==> config.mk <==
export PLATFORM = sky130hd
export DESIGN_NAME = egress_port_buffer
export DESIGN_NICKNAME = d
export VERILOG_FILES = /design/src/hw/router_egress_config.svh /design/src/hw/router_egress_pkg.sv /design/src/hw/egress_port_buffer.sv
export SDC_FILE = /design/constraint.sdc
export NUM_CORES = 1
export LEC_CHECK = 0
export BUFFER_PORTS_ARGS = -buffer_cell sky130_fd_sc_hd__buf_4
export CAP_MARGIN = 20
export CORE_AREA = 8 8 56 58
export CTS_BUF_LIST = sky130_fd_sc_hd__clkbuf_2
export CTS_CLUSTER_SIZE = 8
export DETAILED_ROUTE_END_ITERATION = 10
export DIE_AREA = 0 0 64 66
export GPL_TIMING_DRIVEN = 0
export PLACE_DENSITY = 0.82
export SLEW_MARGIN = 0
export SYNTH_ARGS = -nofsm -noshare
export SYNTH_HDL_FRONTEND = slang
export SYNTH_SLANG_ARGS = --single-unit
==> constraint.sdc <==
create_clock -name dequeue_notification -period 2.56 [get_ports dequeue_notification]
set_input_delay 0.384 -clock dequeue_notification [delete_from_list [all_inputs] [get_ports dequeue_notification]]
set_output_delay 0.384 -clock dequeue_notification [all_outputs]
set_load 0.02 [all_outputs]
==> src/hw/router_egress_config.svh <==
//////////////////////////////
// Sizing and timing macros for the router egress path
// Include wherever ports, queues or latencies are needed
//////////////////////////////

`ifndef ROUTER_EGRESS_CONFIG_SVH
`define ROUTER_EGRESS_CONFIG_SVH

// Output ports
`define ROUTER_NUM_EGR_PORTS   4
// Priority queues per port, highest index wins
`define ROUTER_QUEUES_PER_PORT 4
// Cycles from dequeue request to notification
`define ROUTER_DQ_LATENCY      3
// Packet entries per queue
`define ROUTER_PKT_FIFO_DEPTH  4
// Longest packet in words
`define ROUTER_MAX_PKT_WORDS   8
// Egress buffer words per port
`define ROUTER_EGR_BUF_DEPTH   8

`endif

==> src/hw/router_egress_pkg.sv <==
//////////////////////////////
// Shared types for the router egress blocks
//////////////////////////////

`default_nettype none

package router_egress_pkg;

    // Output port number
    typedef logic [1:0] port_id_t;

    // Priority level inside a port
    typedef logic [1:0] prio_t;

    // Split view of a queue reference, port in the upper bits
    typedef struct packed {
        port_id_t port;
        prio_t    prio;
    } queue_addr_t;

    // One queue reference, read either flat or as port/prio
    // Flat form indexes the empty vector and the FIFO arrays
    typedef union packed {
        logic [3:0]  flat;
        queue_addr_t addr;
    } queue_ref_u;

    // Packet length in words
    typedef logic [3:0] pkt_len_t;

endpackage

`default_nettype wire

==> src/hw/egress_port_buffer.sv <==
//////////////////////////////
// Egress buffer occupancy per port
// Counts notified words in, pops out, and flags room
//////////////////////////////

`timescale 1ns/1ns
`default_nettype none

module egress_port_buffer #(
    parameter int NUM_PORTS  = 4,
    parameter int BUF_DEPTH  = 8,
    parameter int DQ_LATENCY = 3,
    parameter int LEVEL_W    = $clog2(BUF_DEPTH + 1)
) (
    input  logic                          dequeue_notification,
    input  logic                          rst_n,
    input  logic                          notif_valid,
    input  router_egress_pkg::queue_ref_u notif_queue,
    input  logic [NUM_PORTS-1:0]          egr_pop,
    output logic [NUM_PORTS-1:0]          egr_buf_ready,
    output logic [LEVEL_W-1:0]            egr_level [NUM_PORTS]
);

    // Room for words already in flight plus one more request
    localparam int READY_MAX = BUF_DEPTH - DQ_LATENCY - 2;

    logic [NUM_PORTS-1:0] word_in;
    logic [NUM_PORTS-1:0] word_out;

    //////////////////////////////
    // Per-port events
    //////////////////////////////

    always_comb begin
        for (int p = 0; p < NUM_PORTS; p++) begin
            word_in[p]  = notif_valid && int'(notif_queue.addr.port) == p;
            // Pop on an empty buffer is ignored
            word_out[p] = egr_pop[p] && egr_level[p] != '0;
        end
    end

    always_ff @(posedge dequeue_notification or negedge rst_n) begin
        if (!rst_n) begin
            egr_level <= '{default: '0};
        end else begin
            for (int p = 0; p < NUM_PORTS; p++) begin
                case ({word_in[p], word_out[p]})
                    2'b10:   egr_level[p] <= egr_level[p] + 1'b1;
                    2'b01:   egr_level[p] <= egr_level[p] - 1'b1;
                    // Word in and out together, level holds
                    default: egr_level[p] <= egr_level[p];
                endcase
            end
        end
    end

    // Ready level straight from the count
    always_comb begin
        for (int p = 0; p < NUM_PORTS; p++) begin
            egr_buf_ready[p] = int'(egr_level[p]) <= READY_MAX;
        end
    end

endmodule

`default_nettype wire

==> flow_summary_export.csv <==
group,metric,value,unit
floorplan,start_util,46.98,%
sta,period_minus_slack,2187,ps
finish,regMostFlops,"egr_level",
clocking,clk_path_buf_depth,2,
sta,finalMaxSlewViolations,0,
status,status,"finished, final reports clean",
sta,rsz0062_at_grt,"no",
routing,via_per_inst,5.270,
sta,fin_skew,5.092,ps
clocking,post_cts_buffers,0,
routing,dr_total_vias,859,
clocking,clk_pin_slew,170,ps
finish,largest_reg_flops,16,
global_routing,grt_use_total,11.26,%
finish,nets,157,
routing,drtAntennaViolNets,0,
floorplan,coreArea,0.002320,mm^2
logic_synthesis,netlist_instances,100,
power,p_leak,0.6119,nW
power,irDropWorstVdd,0.7223,mV
sta,clock.fmax,457.1,MHz
worst_setup_path,startpoint_type,"flip-flop",
place,port_buffers,28,
routing,first_pass_iters,4,
logic_synthesis,ys_warn_count,0,
finish,drive_above_1_share,31.58,%
floorplan,die-area,0.004224,mm^2
sta,holdWs,461.8,ps
floorplan,die_y,66,um
clocking,root_buffer,"clkbuf_2",
place,hpwl,1757,um
worst_setup_path,crit_type,"reg2reg",
logic_synthesis,synth-seq-cells,16,
global_routing,grt_pass1_vias,833,
place,gp_congestion,0.8478,
logic_synthesis,synth_fa_ha_area_share,13.78,%
floorplan,rows,18,
logic_synthesis,synth-simple-area-share,17.11,%
routing,drtIter0Drc,16,
finish,fillers,197,
logic_synthesis,yosysSeqAreaShare,36.74,%
sta,hold_viol_final,0,
worst_setup_path,path_max_fanout,8,
clocking,cts_tree,"built",
sta,setup_ws,372.5,ps
global_routing,grt_max_degree,17,
logic_synthesis,synth-compound-area-share,12.17,%
hold_path,min_path_type,"in2async",
flow_run,drv_cap,0,
global_routing,grt_pass1_wl,3850,um
logic_synthesis,synth_xor_area_share,16.07,%
sta,fin_tns_setup,0,ps
clocking,cts_buffers,3,
place,post-place-ws,301.0,ps
logic_synthesis,synth.area.mux_share,4.133,%
power,power_density,1304,mW/mm^2
logic_synthesis,synth_top_family_by_area,"simple AND/OR/NAND/NOR gates",
routing,routedWlPerCell,14.29,um
sta,post-route-period-util,85.45,%
clocking,h-tree-depth,1,
worst_setup_path,crit_arrival,2370,ps
finish,antenna_cells,0,
routing,routed_wl,2330,um
logic_synthesis,syn_nets,123,
worst_setup_path,critPathCaptureType,"flip-flop",
power,total_power,0.001781,W
sta,worst_pin_slew,319.0,ps
sta,slew_headroom,78.43,%
logic_synthesis,synth_area,0.001090,mm^2
worst_setup_path,worstPathRequired,2750,ps
clocking,cts_sinks,16,
finish,area_delta_synth_final,25.37,%
logic_synthesis,avgSynthCellArea,10.90,um^2
global_routing,antenna_found_initial,0,
floorplan,die_w,64,um
global_routing,gr-total-overflow,0,
floorplan,ios,31,
logic_synthesis,ys_types,20,
clocking,worstSkewPairLatency,290,ps
finish,reg.largest.list,"egr_level (16)",
sta,setup_viol,0,
routing,drcViolationCount,0,
## where the power goes
part	switching, W	total (W)	internal (W)
clock	0.0000831	0.000117	0.0000340
sequential	0.000234	0.000625	0.000391
combinational	0.000518	0.00104	0.000521
## layout make-up
type	instances	area, um^2	area share, %
multi-input combinational	84	689.4	50.46
sequential	16	400.4	29.30
timing repair buffer	29	220.2	16.12
tap	30	37.54	2.747
clock buffer	3	15.01	1.099
clock inverter	1	3.754	0.2747
## cell usage in the layout (no fill, tap or decap)
cell type | synthesis | layout
buf_4 | 0 | 28
dfrtp_1 | 16 | 16
xor2_1 | 14 | 14
ha_1 | 12 | 12
nor2_1 | 8 | 8
xnor2_1 | 6 | 6
a21oi_1 | 6 | 6
o21ai_0 | 6 | 6
o41a_1 | 4 | 4
mux2_2 | 4 | 4
nand2_1 | 4 | 4
and4bb_2 | 4 | 4
clkbuf_2 | 0 | 3
nand3b_1 | 2 | 2
nor4b_1 | 2 | 2
and2b_2 | 2 | 2
o31ai_1 | 2 | 2
nand2b_1 | 2 | 2
o22ai_1 | 2 | 2
nor3b_1 | 2 | 2
nand3_1 | 1 | 1
or3b_2 | 1 | 1
clkinv_1 | 0 | 1
dlygate4sd3_1 | 0 | 1
## worst max-delay path: stages, from the launching register on
cell and delay (ps):
dfrtp_1 490, o41a_1 470, ha_1 280, xor2_1 170
ha_1 180, a21oi_1 140, xor2_1 160, nor2_1 60
xor2_1 140
## synth_stat cells
cell type / count / share of area (%)
nand2b_1: 2 / 1.1
nor3b_1: 2 / 1.4
nor4b_1: 2 / 1.6
mux2_2: 4 / 4.1
nor2_1: 8 / 2.8
xor2_1: 14 / 11
ha_1: 12 / 14
nand3_1: 1 / 0.46
o41a_1: 4 / 4.1
dfrtp_1: 16 / 37
o22ai_1: 2 / 1.1
a21oi_1: 6 / 2.8
nand2_1: 4 / 1.4
o31ai_1: 2 / 1.4
nand3b_1: 2 / 1.4
or3b_2: 1 / 0.80
o21ai_0: 6 / 2.8
and4bb_2: 4 / 4.6
and2b_2: 2 / 1.6
xnor2_1: 6 / 4.8
## through the flow
step,instances,cell area [um^2],utilization [%]
3_5_place_dp,158,1338,57.66
3_3_place_gp,158,1338,57.66
6_report,163,1366,58.90
4_1_cts,163,1366,58.90
5_1_grt,163,1366,58.90
2_1_floorplan,100,1090,-
## final timing paths
kind / slack, ps / cells past startpoint / to / startpoint
hold / removal: 460 / 2 / egr_level[7] / rst_n
hold reg to reg: 540 / 1 / egr_level[15] / egr_level[15]
max in group asynchronous: 1910 / 2 / egr_level[1] / rst_n
min in group dequeue_notification: 540 / 1 / egr_level[15] / egr_level[15]
setup / recovery: 370 / 8 / egr_level[2] / egr_level[1]
setup reg to reg: 370 / 8 / egr_level[2] / egr_level[1]
## cells by family after synthesis
family,after synthesis
mux,4
xor+xnor,20
compound gates,20
fa+ha+maj,12
simple gates,28
flops,16
## what timing repair did
action | in CTS | in global routing
endpoints found under the hold margin | 16 | 0
gates resized for setup | 0 | 0
setup endpoints to repair | 0 | 0
hold buffers | 1 | 0
## routing by layer
metal  up-vias  track usage, %  routed length (um)
met5         -               0                   0
met4         0           6.685                  23
met3         2           2.373                 118
met2        26           19.95                1208
met1       403           12.10                 980
li1        428               -                   -
(Power assumes the default switching activity.)
