`src/hw/router_egress_config.svh`:
```
//////////////////////////////
// Sizing and timing macros for the router egress path
// Include wherever ports, queues or latencies are needed
//////////////////////////////

`ifndef ROUTER_EGRESS_CONFIG_SVH
`define ROUTER_EGRESS_CONFIG_SVH

// Output ports
`define ROUTER_NUM_EGR_PORTS   4
// Priority queues per port, highest index wins
`define ROUTER_QUEUES_PER_PORT 4
// Cycles from dequeue request to notification
`define ROUTER_DQ_LATENCY      3
// Packet entries per queue
`define ROUTER_PKT_FIFO_DEPTH  4
// Longest packet in words
`define ROUTER_MAX_PKT_WORDS   8
// Egress buffer words per port
`define ROUTER_EGR_BUF_DEPTH   8

`endif

```
`src/hw/router_egress_pkg.sv`:
```
//////////////////////////////
// Shared types for the router egress blocks
//////////////////////////////

`default_nettype none

package router_egress_pkg;

    // Output port number
    typedef logic [1:0] port_id_t;

    // Priority level inside a port
    typedef logic [1:0] prio_t;

    // Split view of a queue reference, port in the upper bits
    typedef struct packed {
        port_id_t port;
        prio_t    prio;
    } queue_addr_t;

    // One queue reference, read either flat or as port/prio
    // Flat form indexes the empty vector and the FIFO arrays
    typedef union packed {
        logic [3:0]  flat;
        queue_addr_t addr;
    } queue_ref_u;

    // Packet length in words
    typedef logic [3:0] pkt_len_t;

endpackage

`default_nettype wire

```
`src/hw/dequeue_if.sv`:
```
//////////////////////////////
// Dequeue request and notification link
// Scheduler drives requests, queue store answers with notifications
//////////////////////////////

`timescale 1ns/1ns
`default_nettype none

interface dequeue_if;

    // Request strobe and target queue
    logic                          req_valid;
    router_egress_pkg::queue_ref_u req_queue;

    // Notification word, last is only meaningful with valid
    logic                          notif_valid;
    logic                          notif_last;
    router_egress_pkg::queue_ref_u notif_queue;

    modport sched (
        output req_valid,
        output req_queue,
        input  notif_valid,
        input  notif_last,
        input  notif_queue
    );

    modport store (
        input  req_valid,
        input  req_queue,
        output notif_valid,
        output notif_last,
        output notif_queue
    );

endinterface

`default_nettype wire

```
`src/hw/packet_queue_store.sv`:
```
//////////////////////////////
// Packet length FIFOs per queue with fixed-latency word dequeue
// Answers each dequeue request with one notification word
//////////////////////////////

`timescale 1ns/1ns
`default_nettype none

`include "router_egress_config.svh"

module packet_queue_store (
    input  logic dequeue_notification,
    input  logic rst_n,
    input  logic enq_valid,
    input  router_egress_pkg::queue_ref_u enq_queue,
    input  router_egress_pkg::pkt_len_t   enq_len,
    output logic [`ROUTER_NUM_EGR_PORTS*`ROUTER_QUEUES_PER_PORT-1:0] enq_ready,
    output logic [`ROUTER_NUM_EGR_PORTS*`ROUTER_QUEUES_PER_PORT-1:0] queue_empty,
    dequeue_if.store dq
);

    localparam int NQ    = `ROUTER_NUM_EGR_PORTS * `ROUTER_QUEUES_PER_PORT;
    localparam int DEPTH = `ROUTER_PKT_FIFO_DEPTH;
    localparam int LAT   = `ROUTER_DQ_LATENCY;
    localparam int PTR_W = (DEPTH > 1) ? $clog2(DEPTH) : 1;
    localparam int CNT_W = $clog2(DEPTH + 1);

    // One circular length list per queue
    router_egress_pkg::pkt_len_t   fifo_mem [NQ][DEPTH];
    logic [PTR_W-1:0]              wr_ptr [NQ];
    logic [PTR_W-1:0]              rd_ptr [NQ];
    logic [CNT_W-1:0]              pkt_count [NQ];

    // Words already sent of each head packet
    router_egress_pkg::pkt_len_t   word_cnt [NQ];

    // Request delay line
    logic [LAT-1:0]                pipe_valid;
    router_egress_pkg::queue_ref_u pipe_queue [LAT];

    // Head of the queue at the end of the delay line
    logic [3:0]                    out_q;
    router_egress_pkg::pkt_len_t   head_len;

    logic                          enq_fire;
    logic [NQ-1:0]                 enq_hit;
    logic [NQ-1:0]                 pop_hit;
    logic [NQ-1:0]                 word_hit;

    function automatic logic [PTR_W-1:0] next_ptr(input logic [PTR_W-1:0] ptr);
        return (int'(ptr) == DEPTH - 1) ? '0 : ptr + 1'b1;
    endfunction

    //////////////////////////////
    // Flags and notification
    //////////////////////////////

    always_comb begin
        for (int q = 0; q < NQ; q++) begin
            enq_ready[q]   = pkt_count[q] < DEPTH;
            queue_empty[q] = pkt_count[q] == 0;
        end
    end

    assign out_q    = pipe_queue[LAT-1].flat;
    assign head_len = fifo_mem[out_q][rd_ptr[out_q]];

    assign dq.notif_valid = pipe_valid[LAT-1];
    assign dq.notif_queue = pipe_queue[LAT-1];
    assign dq.notif_last  = word_cnt[out_q] == head_len - router_egress_pkg::pkt_len_t'(1);

    // Full queue drops the enqueue
    assign enq_fire = enq_valid && enq_ready[enq_queue.flat];

    always_comb begin
        for (int q = 0; q < NQ; q++) begin
            enq_hit[q]  = enq_fire && enq_queue.flat == q;
            word_hit[q] = dq.notif_valid && out_q == q;
            pop_hit[q]  = word_hit[q] && dq.notif_last;
        end
    end

    //////////////////////////////
    // Storage and pointers
    //////////////////////////////

    always_ff @(posedge dequeue_notification) begin
        if (enq_fire) begin
            fifo_mem[enq_queue.flat][wr_ptr[enq_queue.flat]] <= enq_len;
        end
    end

    always_ff @(posedge dequeue_notification or negedge rst_n) begin
        if (!rst_n) begin
            wr_ptr    <= '{default: '0};
            rd_ptr    <= '{default: '0};
            pkt_count <= '{default: '0};
            word_cnt  <= '{default: '0};
        end else begin
            for (int q = 0; q < NQ; q++) begin
                if (enq_hit[q]) begin
                    wr_ptr[q] <= next_ptr(wr_ptr[q]);
                end
                // Count head words and pop the entry after the last
                if (pop_hit[q]) begin
                    rd_ptr[q]   <= next_ptr(rd_ptr[q]);
                    word_cnt[q] <= '0;
                end else if (word_hit[q]) begin
                    word_cnt[q] <= word_cnt[q] + 1'b1;
                end
                case ({enq_hit[q], pop_hit[q]})
                    2'b10:   pkt_count[q] <= pkt_count[q] + 1'b1;
                    2'b01:   pkt_count[q] <= pkt_count[q] - 1'b1;
                    default: pkt_count[q] <= pkt_count[q];
                endcase
            end
        end
    end

    //////////////////////////////
    // Latency pipeline
    //////////////////////////////

    always_ff @(posedge dequeue_notification or negedge rst_n) begin
        if (!rst_n) begin
            pipe_valid <= '0;
        end else begin
            pipe_valid <= {pipe_valid[LAT-2:0], dq.req_valid};
        end
    end

    // Queue tags travel beside the valid bits
    always_ff @(posedge dequeue_notification) begin
        pipe_queue[0] <= dq.req_queue;
        for (int s = 1; s < LAT; s++) begin
            pipe_queue[s] <= pipe_queue[s-1];
        end
    end

endmodule

`default_nettype wire

```
`src/flat_wrapper.sv`:
```
// flat-port wrapper written by rule: the top's interface ports become plain ports
module packet_queue_store_flat 
  (dequeue_notification, rst_n, enq_valid, enq_queue, enq_len, enq_ready, queue_empty, dq_req_valid, dq_req_queue, dq_notif_valid, dq_notif_last, dq_notif_queue);
  dequeue_if dq_i ();
  input  logic dequeue_notification;
  input  logic rst_n;
  input  logic enq_valid;
  input  router_egress_pkg::queue_ref_u enq_queue;
  input  router_egress_pkg::pkt_len_t enq_len;
  output logic [`ROUTER_NUM_EGR_PORTS*`ROUTER_QUEUES_PER_PORT-1:0] enq_ready;
  output logic [`ROUTER_NUM_EGR_PORTS*`ROUTER_QUEUES_PER_PORT-1:0] queue_empty;
  input wire logic [$bits(dq_i.req_valid)-1:0] dq_req_valid;
  input wire logic [$bits(dq_i.req_queue)-1:0] dq_req_queue;
  output wire logic [$bits(dq_i.notif_valid)-1:0] dq_notif_valid;
  output wire logic [$bits(dq_i.notif_last)-1:0] dq_notif_last;
  output wire logic [$bits(dq_i.notif_queue)-1:0] dq_notif_queue;
  assign dq_i.req_valid = dq_req_valid;
  assign dq_i.req_queue = dq_req_queue;
  assign dq_notif_valid = dq_i.notif_valid;
  assign dq_notif_last = dq_i.notif_last;
  assign dq_notif_queue = dq_i.notif_queue;
  packet_queue_store u_core (.dequeue_notification(dequeue_notification), .rst_n(rst_n), .enq_valid(enq_valid), .enq_queue(enq_queue), .enq_len(enq_len), .enq_ready(enq_ready), .queue_empty(queue_empty), .dq(dq_i));
endmodule
```
`config.mk`:
```
export PLATFORM = sky130hd
export DESIGN_NAME = packet_queue_store_flat
export DESIGN_NICKNAME = d
export VERILOG_FILES = /design/src/hw/router_egress_pkg.sv /design/src/hw/dequeue_if.sv /design/src/hw/packet_queue_store.sv /design/src/flat_wrapper.sv
export VERILOG_INCLUDE_DIRS = /design/src /design/src/hw
export SDC_FILE = /design/constraint.sdc
export NUM_CORES = 1
export LEC_CHECK = 0
export ABC_AREA = 1
export ABC_CLOCK_PERIOD_IN_PS = 3400
export BUFFER_PORTS_ARGS = -buffer_cell sky130_fd_sc_hd__buf_4
export CORE_MARGIN = 1
export CORE_UTILIZATION = 59
export CTS_BUF_LIST = sky130_fd_sc_hd__clkbuf_2
export DETAILED_ROUTE_END_ITERATION = 7
export PLACE_DENSITY = 0.77
export SLEW_MARGIN = 20
export SYNTH_ARGS = -nofsm -noshare
export SYNTH_HDL_FRONTEND = slang
export SYNTH_SLANG_ARGS = --single-unit
```
`constraint.sdc`:
```
create_clock -name dequeue_notification -period 3.4 [get_ports dequeue_notification]
set_clock_uncertainty 0.1 [all_clocks]
set_input_delay 0.68 -clock dequeue_notification [delete_from_list [all_inputs] [get_ports dequeue_notification]]
set_output_delay 0.68 -clock dequeue_notification [all_outputs]
set_load 0.03 [all_outputs]
```
==> metrics.cfg <==
[global_routing]
antenna_found_initial = 2
global_route.overflow_total = 0
grt_max_degree = 65
grt_use_total_pct = 31.8
grt_pass1_wl_um = 93300
grt_pass1_vias = 18117

[setup_path]
crit_chain = buf_12 -> bufbuf_16 -> nor2_1 -> o21ai_0 -> nand2_1 -> nand2_1 -> nand2_1 -> nor2_1 -> nand2_1 -> nand3_1 -> nand2_1 -> nand2_1 -> nand2_1 -> inv_1 -> nand2_1 -> nand2_4 -> buf_8 -> nand2_4 -> inv_2 -> buf_6
crit_slowest_cell = dfxtp_4
cp_common_cell = nand2_1
setup.worst_path.class = reg -> out
cp_slowest_stage_delay_ps = 480
arrival_ps = 3810
critPathMaxFanout = 18
critPathCaptureType = output port
required_ps = 2620
setup.worst_path.start_class = register

[drt]
drc_errors = 0
wirelength_um = 58400
dr.pass1.iters = 6
viasPerCell = 5.36
wire_per_inst_um = 17.3
ant_nets = 0
via_count = 18099
drt_iter0_drc = 1420

[power]
power.density_mw_per_mm2 = 531
p_total_w = 0.0139
ir_worst_vdd_v = 0.000381
p_leak_nw = 12.9

[sta]
setup_slack_ps = -1190
hold_viol_final = 0
maxSlewHeadroom_pct = 50.6
worst_slew_pin_slew_ps = 742
fin_crit_ps = 4590
drv_slew = 0
fin_crit_sh_pct = 135
max_freq_ghz = 0.218
setup_viol_count_final = 49
rsz0062_at_grt = yes
hold_ws_ps = 44.5

[worst_hold_path]
worst_hold_path_type = in -> reg

[clocking]
cts-root-buf = clkbuf_2
cts_tree = built
cts_buffers = 112
cts.sinks = 447
clk_path_buf_depth = 3
h-tree-depth = 3
worstSkewPairLatency_ps = 1110
cts.clk_slew.worst_paths_ps = 110

[finish]
design_area_mm2 = 0.0262
final_common_cell = nand2_1
drive_gt1_share_pct = 19.4
final_cell_mix = nand2_1, inv_1, buf_4
syn2layout_area_growth_pct = 20.0
fin_util_pct = 71.8
fillers = 2750
final_nets = 2914
fin_cells = 3379

[synth]
syn_nets = 2569
yosys_warnings = 0
synth.cell_area_mm2 = 0.0219
synth_seq_cells = 447
syn_avg_cell_area_um2 = 8.84
syn_inst = 2472
ys_seq_area_share_pct = 56.8
ys_types = 33

[place]
hpwl_um = 40100
place_area_mm2 = 0.0246
place_inst = 3141
io_buffers = 53
place.gp.congestion = 0.929

[floorplanning]
die_width_um = 194
core_area_mm2 = 0.0365
ios = 54
die-area_mm2 = 0.0378
start_util_pct = 59.8
die-height_um = 194
rows = 70

[run]
maxCapViolCount = 0

[run_status]
violations = negative setup slack
status = finished with violations

## path summary, 6_finish.rpt
check	start	endpoint	cells past startpoint	slack (ps)
setup reg to reg	u_core.pipe_queue[0][8]	u_core.pkt_count[32]	30	-770
min in group asynchronous	rst_n	u_core.rd_ptr[19]	3	590
max in group asynchronous	rst_n	u_core.pkt_count[4]	4	1530
setup / recovery	u_core.pipe_queue[0][8]	dq_notif_last	20	-1190
hold reg to reg	u_core.pipe_queue[0][0]	u_core.pipe_queue[0][4]	0	200
hold / removal	enq_len[2]	u_core.fifo_mem[12][10]	1	40
## logic make-up after synthesis
kind of cell             synth area share [%]
XOR/XNOR                                 2.61
AND/OR/NAND/NOR                          24.4
AO/OA/AOI/OAI                            3.60
adder cells (fa/ha/maj)                  5.19
flip-flops                               56.8
buffers and inverters                    7.43
## timing repair
| item | 4_1_cts | 5_1_grt |
|---|---|---|
| pin swaps | 14 | 1 |
| gates cloned | 5 | 0 |
| hold buffers | 10 | 0 |
| endpoints found under the setup margin | 81 | 133 |
| setup buffers | 14 | 1 |
| resized for setup | 42 | 31 |
| endpoints found under the hold margin | 189 | 0 |
## layer usage
metal  track usage (%)  vias up  share of wire, %
met4              17.1        0               4.7
met1              39.3     8495                39
met3              5.66      197               7.0
met2              53.4      783                49
met5                 0        -                 0
li1                  -     8624                 -
## registers in the layout (all words and copies together), names as in the netlist
| register | cells |
|---|---|
| u_core.pkt_count | 48 |
| u_core.rd_ptr | 32 |
| u_core.word_cnt | 64 |
| u_core.wr_ptr | 32 |
| u_core.pipe_valid | 3 |
| u_core.pipe_queue | 12 |
| u_core.fifo_mem | 256 |
## where the power goes
group	switching [W]	internal, W
combinational	0.00199	0.00141
sequential	0.000555	0.00632
clock	0.00223	0.00141
total	0.00478	0.00914
## cells in the mapped netlist, drive strengths merged
cell type,n,area share [%]
or2,1,0.029
inv,315,5.4
o21bai,2,0.069
o22ai,29,0.83
ha,65,3.7
o31ai,2,0.069
edfxtp,256,35
clkbuf,16,0.27
nand3,98,2.2
nand3b,2,0.069
a21oi,16,0.37
a221oi,1,0.040
xor2,47,1.9
nor3,18,0.41
buf,66,1.7
nand2,940,16
a22oi,4,0.14
dfxtp,12,1.1
o21ai,89,2.0
xnor2,18,0.72
dfrtp,179,20
nor2,227,4.0
o211a,1,0.046
nand4,52,1.5
fa,16,1.5
## per-stage QoR
stage               setup slack (ps)  setup TNS (ps)
CTS                            -1230          -21220
global route                   -1440          -34080
finish                         -1190          -19460
detailed placement              -651          -15850
global placement                -553          -13660
floorplan                       -140           -1950
## critical path, delay by kind of cell (launching register included)
family	cells	cell delay [ps]
AND/OR/NAND/NOR	13	1040
flip-flops	1	480
buffers and inverters	6	890
AO/OA/AOI/OAI	1	290
## layout make-up
type	count	area, um2	share of cell area, %
timing repair buffer	313	2880	11.0
clock buffer	169	846	3.23
tap	468	586	2.23
multi-input combinational	1628	8110	30.9
inverter	315	1190	4.55
clock inverter	36	181	0.692
sequential	447	12400	47.3
antenna	3	7.51	0.0286
Power figures use the tool's default switching activity.
